## config.mk

```make
export PLATFORM = sky130hd
export DESIGN_NAME = tweezer_feedback_top
export DESIGN_NICKNAME = d
export VERILOG_FILES = /design/src/tweezer_pkg.sv /design/src/tweezer_feedback_top.sv /design/src/pi_datapath.sv /design/src/feedback_sequencer.sv /design/src/sample_frontend.sv /design/src/param_bank.sv
export VERILOG_INCLUDE_DIRS = /design/src
export SDC_FILE = /design/constraint.sdc
export NUM_CORES = 2
export LEC_CHECK = 0
export ABC_CLOCK_PERIOD_IN_PS = 25500
export BUFFER_PORTS_ARGS = -buffer_cell sky130_fd_sc_hd__buf_2
export CAP_MARGIN = 30
export CORE_MARGIN = 3
export CORE_UTILIZATION = 42
export DETAILED_ROUTE_END_ITERATION = 6
export GPL_TIMING_DRIVEN = 0
export HOLD_SLACK_MARGIN = 0.15
export PLACE_DENSITY_LB_ADDON = 0.12
export SETUP_SLACK_MARGIN = 0.3
export SYNTH_ARGS = -nofsm -noshare
export SYNTH_HDL_FRONTEND = slang
export SYNTH_SLANG_ARGS = --single-unit
```

## constraint.sdc

```tcl
create_clock -name clk_adc -period 25.5 [get_ports clk_adc]
set_input_delay 2.55 -clock clk_adc [delete_from_list [all_inputs] [get_ports clk_adc]]
set_output_delay 2.55 -clock clk_adc [all_outputs]
set_load 0.01 [all_outputs]
```

## src/tweezer_settings.svh

```systemverilog
`ifndef TWEEZER_SETTINGS_SVH
`define TWEEZER_SETTINGS_SVH

// adc sample and controller word
`define SAMPLE_W 16

// pi coefficients, signed q2.24
`define COEFF_W 26
`define COEFF_FRAC 24

// integrator word, wide enough for the shifted products
`define ACC_W 28

// adc channels a to d
`define N_CHANNELS 4

// sample_valid to out_valid, in clk_adc cycles
`define PI_LATENCY 4

// limits after reset, the whole signed range
`define LIMIT_HI_RESET 16'sh7fff
`define LIMIT_LO_RESET 16'sh8000

`endif
```

## src/tweezer_pkg.sv

```systemverilog
`include "tweezer_settings.svh"

package tweezer_pkg;

    // host register map
    // wide coefficients take two indexes, low half first
    typedef enum logic [3:0] {
        KP_LO        = 4'd0,
        KP_HI        = 4'd1,
        KI_LO        = 4'd2,
        KI_HI        = 4'd3,
        SETPOINT     = 4'd4,
        LIMIT_HI     = 4'd5,
        LIMIT_LO     = 4'd6,
        OUT_DISABLED = 4'd7,
        X_OFFSET     = 4'd8
    } param_index_e;

    // one host write, index plus 16 bit word
    typedef struct packed {
        param_index_e index;
        logic [15:0]  data;
    } param_write_t;

    // live controller parameters
    typedef struct packed {
        logic signed [`COEFF_W-1:0]  kp;
        logic signed [`COEFF_W-1:0]  ki;
        logic signed [`SAMPLE_W-1:0] setpoint;
        logic signed [`SAMPLE_W-1:0] limit_hi;
        logic signed [`SAMPLE_W-1:0] limit_lo;
        logic signed [`SAMPLE_W-1:0] out_disabled;
        logic signed [`SAMPLE_W-1:0] x_offset;
    } pi_config_t;

    // one adc conversion, channel a in the low bits
    typedef struct packed {
        logic signed [`SAMPLE_W-1:0] ch_d;
        logic signed [`SAMPLE_W-1:0] ch_c;
        logic signed [`SAMPLE_W-1:0] ch_b;
        logic signed [`SAMPLE_W-1:0] ch_a;
    } adc_frame_t;

    // sequencer steps, one per cycle after an accepted sample
    typedef enum logic [1:0] {
        IDLE    = 2'd0,
        ERROR   = 2'd1,
        PRODUCT = 2'd2,
        UPDATE  = 2'd3
    } pi_step_e;

    // datapath strobes, at most one high per cycle
    typedef struct packed {
        logic load_error;
        logic load_products;
        logic update_output;
    } pi_cmd_t;

endpackage

```

## src/tweezer_feedback_top.sv

```systemverilog
`timescale 1ns/1ps
`include "tweezer_settings.svh"

module tweezer_feedback_top (
    input  logic                        clk_adc,
    input  logic                        reset,
    input  logic                        param_req,
    input  tweezer_pkg::param_write_t   param_write,
    output logic                        param_ack,
    input  tweezer_pkg::adc_frame_t     adc_frame,
    input  logic                        sample_valid,
    input  logic [1:0]                  channel_select,
    input  logic                        pi_enable,
    input  logic                        pi_reset,
    output logic signed [`SAMPLE_W-1:0] controller_out,
    output logic [`SAMPLE_W-1:0]        dac_code,
    output logic                        out_valid,
    output logic [`N_CHANNELS-1:0]      saturated,
    output logic                        overrun
);

    tweezer_pkg::pi_config_t     pi_config;
    tweezer_pkg::pi_cmd_t        pi_cmd;
    logic signed [`SAMPLE_W-1:0] position;
    logic                        pos_valid;

    // host registers
    param_bank u_param_bank (
        .clk_adc     (clk_adc),
        .reset       (reset),
        .param_req   (param_req),
        .param_write (param_write),
        .param_ack   (param_ack),
        .pi_config   (pi_config)
    );

    // channel pick and offset
    sample_frontend u_sample_frontend (
        .clk_adc        (clk_adc),
        .reset          (reset),
        .adc_frame      (adc_frame),
        .sample_valid   (sample_valid),
        .channel_select (channel_select),
        .x_offset       (pi_config.x_offset),
        .position       (position),
        .pos_valid      (pos_valid),
        .saturated      (saturated)
    );

    feedback_sequencer u_feedback_sequencer (
        .clk_adc   (clk_adc),
        .reset     (reset),
        .pos_valid (pos_valid),
        .pi_cmd    (pi_cmd),
        .overrun   (overrun)
    );

    pi_datapath u_pi_datapath (
        .clk_adc        (clk_adc),
        .reset          (reset),
        .pi_cmd         (pi_cmd),
        .position       (position),
        .pi_config      (pi_config),
        .pi_enable      (pi_enable),
        .pi_reset       (pi_reset),
        .controller_out (controller_out),
        .dac_code       (dac_code),
        .out_valid      (out_valid)
    );

endmodule

```

## src/pi_datapath.sv

```systemverilog
`timescale 1ns/1ps
`include "tweezer_settings.svh"

module pi_datapath (
    input  logic                        clk_adc,
    input  logic                        reset,
    input  tweezer_pkg::pi_cmd_t        pi_cmd,
    input  logic signed [`SAMPLE_W-1:0] position,
    input  tweezer_pkg::pi_config_t     pi_config,
    input  logic                        pi_enable,
    input  logic                        pi_reset,
    output logic signed [`SAMPLE_W-1:0] controller_out,
    output logic [`SAMPLE_W-1:0]        dac_code,
    output logic                        out_valid
);

    localparam int prod_w = `COEFF_W + `SAMPLE_W;

    localparam logic signed [`SAMPLE_W-1:0] full_pos = {1'b0, {(`SAMPLE_W-1){1'b1}}};
    localparam logic signed [`SAMPLE_W-1:0] full_neg = {1'b1, {(`SAMPLE_W-1){1'b0}}};

    logic signed [`SAMPLE_W:0]   error_diff;
    logic signed [`SAMPLE_W-1:0] error_q;
    logic signed [prod_w-1:0]    kp_shift;
    logic signed [prod_w-1:0]    ki_shift;
    logic signed [`ACC_W-1:0]    prop_q;
    logic signed [`ACC_W-1:0]    ki_term_q;
    logic signed [`ACC_W-1:0]    integrator;
    logic signed [`ACC_W-1:0]    integ_next;
    logic signed [`ACC_W-1:0]    out_clamped;
    logic signed [`SAMPLE_W-1:0] out_next;

    // bound a working value by the output limits
    function automatic logic signed [`ACC_W-1:0] clamp_to_limits(
        input logic signed [`ACC_W-1:0]    value,
        input logic signed [`SAMPLE_W-1:0] hi,
        input logic signed [`SAMPLE_W-1:0] lo
    );
        if (value > hi) begin
            return hi;
        end else if (value < lo) begin
            return lo;
        end
        return value;
    endfunction

    // setpoint minus position, saturated back to a sample word
    assign error_diff = pi_config.setpoint - position;

    // products back to integer scale
    assign kp_shift = (pi_config.kp * error_q) >>> `COEFF_FRAC;
    assign ki_shift = (pi_config.ki * error_q) >>> `COEFF_FRAC;

    // integrator step, cleared outright by pi_reset
    always_comb begin
        if (pi_reset) begin
            integ_next = '0;
        end else begin
            integ_next = clamp_to_limits(integrator + ki_term_q,
                                         pi_config.limit_hi, pi_config.limit_lo);
        end
        // output uses the integrator value being written this step
        out_clamped = clamp_to_limits(prop_q + integ_next,
                                      pi_config.limit_hi, pi_config.limit_lo);
        out_next = pi_enable ? out_clamped[`SAMPLE_W-1:0] : pi_config.out_disabled;
    end

    // working registers, each loaded on its strobe
    always_ff @(posedge clk_adc) begin
        if (pi_cmd.load_error) begin
            if (error_diff > full_pos) begin
                error_q <= full_pos;
            end else if (error_diff < full_neg) begin
                error_q <= full_neg;
            end else begin
                error_q <= error_diff[`SAMPLE_W-1:0];
            end
        end
        if (pi_cmd.load_products) begin
            prop_q    <= kp_shift[`ACC_W-1:0];
            ki_term_q <= ki_shift[`ACC_W-1:0];
        end
    end

    // integrator parked at zero while the loop is off
    always_ff @(posedge clk_adc) begin
        if (reset || !pi_enable) begin
            integrator <= '0;
        end else if (pi_cmd.update_output) begin
            integrator <= integ_next;
        end
    end

    // result and offset-binary dac code
    always_ff @(posedge clk_adc) begin
        if (reset) begin
            controller_out <= '0;
            dac_code       <= '0;
            out_valid      <= 1'b0;
        end else begin
            out_valid <= pi_cmd.update_output;
            if (pi_cmd.update_output) begin
                controller_out <= out_next;
                dac_code       <= {~out_next[`SAMPLE_W-1], out_next[`SAMPLE_W-2:0]};
            end
        end
    end

    a_out_in_limits: assert property (
        @(posedge clk_adc) disable iff (reset)
        out_valid && $past(pi_enable) && $stable(pi_config)
            && (pi_config.limit_lo <= pi_config.limit_hi)
        |-> (controller_out >= pi_config.limit_lo) && (controller_out <= pi_config.limit_hi)
    );

endmodule

```

## src/feedback_sequencer.sv

```systemverilog
`timescale 1ns/1ps
`include "tweezer_settings.svh"

module feedback_sequencer (
    input  logic                 clk_adc,
    input  logic                 reset,
    input  logic                 pos_valid,
    output tweezer_pkg::pi_cmd_t pi_cmd,
    output logic                 overrun
);

    tweezer_pkg::pi_step_e state;
    tweezer_pkg::pi_step_e state_next;

    // sample only starts a pass from idle
    logic accept;

    assign accept = pos_valid && (state == tweezer_pkg::IDLE);

    // fixed walk idle, error, product, update
    always_comb begin
        case (state)
            tweezer_pkg::IDLE: begin
                state_next = accept ? tweezer_pkg::ERROR : tweezer_pkg::IDLE;
            end
            tweezer_pkg::ERROR: begin
                state_next = tweezer_pkg::PRODUCT;
            end
            tweezer_pkg::PRODUCT: begin
                state_next = tweezer_pkg::UPDATE;
            end
            tweezer_pkg::UPDATE: begin
                state_next = tweezer_pkg::IDLE;
            end
            default: begin
                state_next = tweezer_pkg::IDLE;
            end
        endcase
    end

    always_ff @(posedge clk_adc) begin
        if (reset) begin
            state   <= tweezer_pkg::IDLE;
            overrun <= 1'b0;
        end else begin
            state <= state_next;
            // sample lost while busy, sticky until reset
            if (pos_valid && !accept) begin
                overrun <= 1'b1;
            end
        end
    end

    // strobes decoded straight from the state
    assign pi_cmd.load_error    = (state == tweezer_pkg::ERROR);
    assign pi_cmd.load_products = (state == tweezer_pkg::PRODUCT);
    assign pi_cmd.update_output = (state == tweezer_pkg::UPDATE);

    a_one_strobe: assert property (
        @(posedge clk_adc) disable iff (reset)
        $onehot0(pi_cmd)
    );

endmodule

```

## src/sample_frontend.sv

```systemverilog
`timescale 1ns/1ps
`include "tweezer_settings.svh"

module sample_frontend (
    input  logic                        clk_adc,
    input  logic                        reset,
    input  tweezer_pkg::adc_frame_t     adc_frame,
    input  logic                        sample_valid,
    input  logic [1:0]                  channel_select,
    input  logic signed [`SAMPLE_W-1:0] x_offset,
    output logic signed [`SAMPLE_W-1:0] position,
    output logic                        pos_valid,
    output logic [`N_CHANNELS-1:0]      saturated
);

    // full-scale codes of the adc
    localparam logic signed [`SAMPLE_W-1:0] full_pos = {1'b0, {(`SAMPLE_W-1){1'b1}}};
    localparam logic signed [`SAMPLE_W-1:0] full_neg = {1'b1, {(`SAMPLE_W-1){1'b0}}};

    tweezer_pkg::adc_frame_t              frame_q;
    logic [`N_CHANNELS-1:0][`SAMPLE_W-1:0] chans;
    logic signed [`SAMPLE_W-1:0]          selected;
    logic signed [`SAMPLE_W:0]            diff;

    // frame is held until the next valid sample
    always_ff @(posedge clk_adc) begin
        if (reset) begin
            frame_q   <= '0;
            pos_valid <= 1'b0;
        end else begin
            pos_valid <= sample_valid;
            if (sample_valid) begin
                frame_q <= adc_frame;
            end
        end
    end

    // same frame viewed as an array, index 0 is channel a
    assign chans = frame_q;

    // per-channel flag when stuck at either rail
    always_comb begin
        for (int i = 0; i < `N_CHANNELS; i++) begin
            saturated[i] = (chans[i] == full_pos) || (chans[i] == full_neg);
        end
    end

    // board wiring has the channel order reversed
    always_comb begin
        case (channel_select)
            2'd0: selected = frame_q.ch_d;
            2'd1: selected = frame_q.ch_c;
            2'd2: selected = frame_q.ch_b;
            2'd3: selected = frame_q.ch_a;
        endcase
    end

    // one extra bit so the offset cannot wrap
    assign diff = selected - x_offset;

    always_comb begin
        if (diff > full_pos) begin
            position = full_pos;
        end else if (diff < full_neg) begin
            position = full_neg;
        end else begin
            position = diff[`SAMPLE_W-1:0];
        end
    end

endmodule

```

## src/param_bank.sv

```systemverilog
`timescale 1ns/1ps
`include "tweezer_settings.svh"

module param_bank (
    input  logic                    clk_adc,
    input  logic                    reset,
    input  logic                    param_req,
    input  tweezer_pkg::param_write_t param_write,
    output logic                    param_ack,
    output tweezer_pkg::pi_config_t pi_config
);

    // write strobe, first cycle of a new request only
    logic write_en;

    // request seen while ack is still low
    assign write_en = param_req && !param_ack;

    // ack side of the four-phase handshake
    always_ff @(posedge clk_adc) begin
        if (reset) begin
            param_ack <= 1'b0;
        end else if (write_en) begin
            // raise once the register is written
            param_ack <= 1'b1;
        end else if (!param_req) begin
            // host has dropped req, release ack
            param_ack <= 1'b0;
        end
    end

    // register file
    always_ff @(posedge clk_adc) begin
        if (reset) begin
            pi_config.kp           <= '0;
            pi_config.ki           <= '0;
            pi_config.setpoint     <= '0;
            pi_config.limit_hi     <= `LIMIT_HI_RESET;
            pi_config.limit_lo     <= `LIMIT_LO_RESET;
            pi_config.out_disabled <= '0;
            pi_config.x_offset     <= '0;
        end else if (write_en) begin
            case (param_write.index)
                // each half lands on its own, the other half keeps its value
                tweezer_pkg::KP_LO: begin
                    pi_config.kp[15:0] <= param_write.data;
                end
                tweezer_pkg::KP_HI: begin
                    pi_config.kp[`COEFF_W-1:16] <= param_write.data[`COEFF_W-17:0];
                end
                tweezer_pkg::KI_LO: begin
                    pi_config.ki[15:0] <= param_write.data;
                end
                tweezer_pkg::KI_HI: begin
                    pi_config.ki[`COEFF_W-1:16] <= param_write.data[`COEFF_W-17:0];
                end
                // single word registers
                tweezer_pkg::SETPOINT: begin
                    pi_config.setpoint <= param_write.data;
                end
                tweezer_pkg::LIMIT_HI: begin
                    pi_config.limit_hi <= param_write.data;
                end
                tweezer_pkg::LIMIT_LO: begin
                    pi_config.limit_lo <= param_write.data;
                end
                tweezer_pkg::OUT_DISABLED: begin
                    pi_config.out_disabled <= param_write.data;
                end
                tweezer_pkg::X_OFFSET: begin
                    pi_config.x_offset <= param_write.data;
                end
                // unmapped index, acked but nothing stored
                default: begin
                end
            endcase
        end
    end

    // ack only ever answers a pending request
    a_ack_needs_req: assert property (
        @(posedge clk_adc) disable iff (reset)
        $rose(param_ack) |-> $past(param_req)
    );

endmodule

```

==> run metrics <==
fin crit share=0.458; Post-Syn Area=46,500 um^2; number of synthesized flops with an enable pin=52; post-synth net total=6,501; RR Endpoint=u_pi_datapath.dac_code[3]; Fillers=10,875; # rows=121; pwr/cell area=33.8 nW/um^2; Mean Syn Cell Area=8.93 um^2; Die Span X=339 um; first-pass GRT wire length=228,000 um; number of global-route vias before repair=37,278; post-CTS sizing=0; nature of the critical path endpoint=flop; CTS tree=yes; First DRT Iteration DRCs=2,521; RR Startpoint=u_pi_datapath.ki_term_q[11]; DP Wirelength=123,000 um; Final Hold Viols=0; cell count after synthesis=5,205; H-Tree Depth=2; slowest stage delay, CP=0.54 ns; Clock Latency Late Sink=0.57 ns; setup tns final=0 ns; Slew HR=0.263; DR WL/cell=21.3 um; CTS Buffer Depth=3; CTS root buf=clkbuf_16; Crit path buffers/inverters=5; Post-CTS Hold Buffers=0; share of cells above drive strength 1=0.0511; sequential share of the synthesized area=0.140; total CTS buffers=35; async set or reset register ratio after synthesis=0; crit path kind=reg2reg; Peak Freq=0.0857 GHz; Final Worst Setup Slack=13.83 ns; TritonRoute pass-1 iters=5; Crit Path Max Fanout=10; R2R depth=43; area of the core=109,000 um^2; full die area=115,000 um^2; GPL Wtd Cong=0.909; met2 WL post-DR=66,200 um; type of origin of the critical path=flop; dpl cells=6,816; final hold slack=0.458 ns; max_cap viols=0; DR vias=36,114; family with the most delay on the worst path=compound AO/OA/AOI/OAI gates; Finish-stage setup viols=0; Worst-path clk slew=0.07 ns; Place WS=14.06 ns; nets=6,675; Hold EP=u_param_bank.pi_config[17]; clock tree sinks=299; antenna violations before repair=6; final cell count without fillers=6,884; Die H=339 um; Final Core Density=0.461; outcome=finished, final reports clean; P&R area growth vs syn=8.41%; Slew Limit Fails=0; clock period minus worst slack=11.67 ns; critical path data required time=25.92 ns; crit path max-delay cell type=a2111oi_0; vias per cell=5.25; Worst Tran Pin Value=1.11 ns; Cell variety after synth=79; peak supply drop=0.0378 mV; DR WL met3=9060 um; RSZ-0062 raised after global routing=no; Hold Crit Start=u_param_bank.pi_config[17]; Synth Register Bits=299; Highest Signal Layer=met5; final wirelength=147,000 um; largest net degree at the start of global routing=37; GRT overflow=0; Worst EP arrival=12.09 ns; Most common cell on crit path=o21ai_0; Tot GR Track Use=0.258; Post-CTS Setup Bufs=0; Ports=131; Hold WC Path Type=reg2reg; I/O Buffers=115; Routed Antenna Nets=0; reg2reg setup slack=13.83 ns; clk_skew=0.0230 ns; DRC=0; CP Launch Point=u_pi_datapath.ki_term_q[11]; Synth warnings=0; Met1 Wirelength=67,800 um; ys flop type=dfxtp_1; Starting Density=0.425; hold path depth=2; Leakage=22.0 nW
## power by group
part           internal, mW  switching [mW]  leakage, nW
sequential            0.507          0.0220         2.48
combinational         0.243           0.406         18.9
clock                 0.301           0.226        0.571
total                  1.05           0.654         22.0
## through the flow
stage	cell area [um^2]	power, mW
floorplan	46500	0.955
global placement	48900	1.17
detailed placement	49200	1.18
CTS	50400	1.71
global route	50400	1.81
finish	50400	1.70
## sequential cells by signal (all words and copies together), names as in the netlist
register and flops:
u_pi_datapath.out_valid 1, u_sample_frontend.chans 64, u_param_bank.pi_config 132, u_pi_datapath.prop_q 18, u_feedback_sequencer.overrun 1, u_sample_frontend.pos_valid 1
u_pi_datapath.dac_code 16, u_param_bank.param_ack 1, u_pi_datapath.error_q 16, u_pi_datapath.ki_term_q 18, u_feedback_sequencer.state 2, u_pi_datapath.integrator 28
u_pi_datapath.controller_out 1
## synth_stat cells (all sizes together), types with 7 or more instances
cell type / count / area share
nor2b: 43 / 0.0058
mux4: 16 / 0.0077
nor2: 229 / 0.018
and3: 18 / 0.0024
nand2b: 74 / 0.010
buf: 28 / 0.0039
nor4: 18 / 0.0026
nand3: 25 / 0.0027
o211ai: 37 / 0.0060
o21ai: 122 / 0.013
nand2: 800 / 0.065
o21a: 51 / 0.0082
o2111ai: 7 / 0.0013
ha: 398 / 0.11
o31ai: 7 / 0.0012
a31oi: 8 / 0.0011
o21bai: 14 / 0.0023
or4: 8 / 0.0013
mux2: 19 / 0.0049
nand3b: 10 / 0.0016
a21oi: 236 / 0.025
or2: 9 / 0.0012
nor3: 25 / 0.0027
nand4: 43 / 0.0058
nor3b: 13 / 0.0021
clkbuf: 229 / 0.018
a2111oi: 10 / 0.0020
fa: 806 / 0.35
inv: 910 / 0.073
mux2i: 104 / 0.023
xor2: 28 / 0.0053
xnor2: 94 / 0.018
dfxtp: 247 / 0.11
edfxtp: 52 / 0.034
or3: 7 / 0.00094
a21o: 83 / 0.013
and2: 283 / 0.038
a211oi: 30 / 0.0048
## final cells by class
class,count,area [um^2],share of cell area
Clock buffer,45,958,0.0190
Antenna cell,3,7.51,0.000149
Multi-Input combinational cell,3738,35500,0.705
Clock inverter,18,215,0.00427
Buffer,257,1040,0.0206
Sequential cell,299,6510,0.129
Inverter,911,3420,0.0678
Timing Repair Buffer,137,880,0.0174
Tap cell,1476,1850,0.0366
## per-layer routing
layer	track usage	vias up
li1	-	16684
met1	0.372	18223
met2	0.410	1019
met3	0.0388	184
met4	0.0598	4
met5	0	-
## tightest hold or removal path: stages, from the launching register on
cell	delay, ns
dfxtp_1	0.31
nand2_1	0.05
a21oi_1	0.05
## how the worst max path moves through the flow
stage / slack, ns / cells after the start / to
5_1_grt: 12.90 / 44 / u_pi_datapath.dac_code[4]
4_1_cts: 13.97 / 43 / u_pi_datapath.dac_code[12]
3_5_place_dp: 14.06 / 43 / u_pi_datapath.dac_code[12]
6_report: 13.83 / 43 / u_pi_datapath.dac_code[3]
2_1_floorplan: 16.12 / 43 / u_pi_datapath.controller_out[15]
3_3_place_gp: 14.06 / 43 / u_pi_datapath.dac_code[12]
## placed cells by master, fill, tap and decap left out, types with 8 or more instances in the layout
master     instances
nand3b_1          10
nor3b_1           13
clkbuf_1         235
buf_8             12
a211oi_1          30
xor2_1            28
a21oi_1          236
o21a_1            51
nor2b_1           43
mux4_2            16
nand2_1          800
o211ai_1          37
a21o_1            82
dfxtp_1          247
edfxtp_1          52
and2_1           282
a31oi_1            8
mux2i_1          102
buf_2            124
nor3_1            25
and3_1            18
buf_4             17
nor4_1            17
mux2_2            15
o21ai_1            8
a2111oi_0          8
or4_1              8
o21ai_0          111
nor2_1           229
nand4_1           43
ha_1             397
inv_1            910
xnor2_1           94
or2_2              8
nand2b_1          74
nand3_1           25
fa_1             806
o21bai_1          14
clkbuf_16         36
## logic make-up after synthesis
| kind of cell | synth area share |
|---|---|
| adders and majority gates | 0.454 |
| xor gates and xnor gates | 0.0230 |
| and+or+nand+nor | 0.163 |
| AOI/OAI and AO/OA | 0.0878 |
| muxes | 0.0356 |
| DFF | 0.140 |
| buffers and inverters | 0.0959 |
Note: power is estimated with default switching activity, not from simulation.
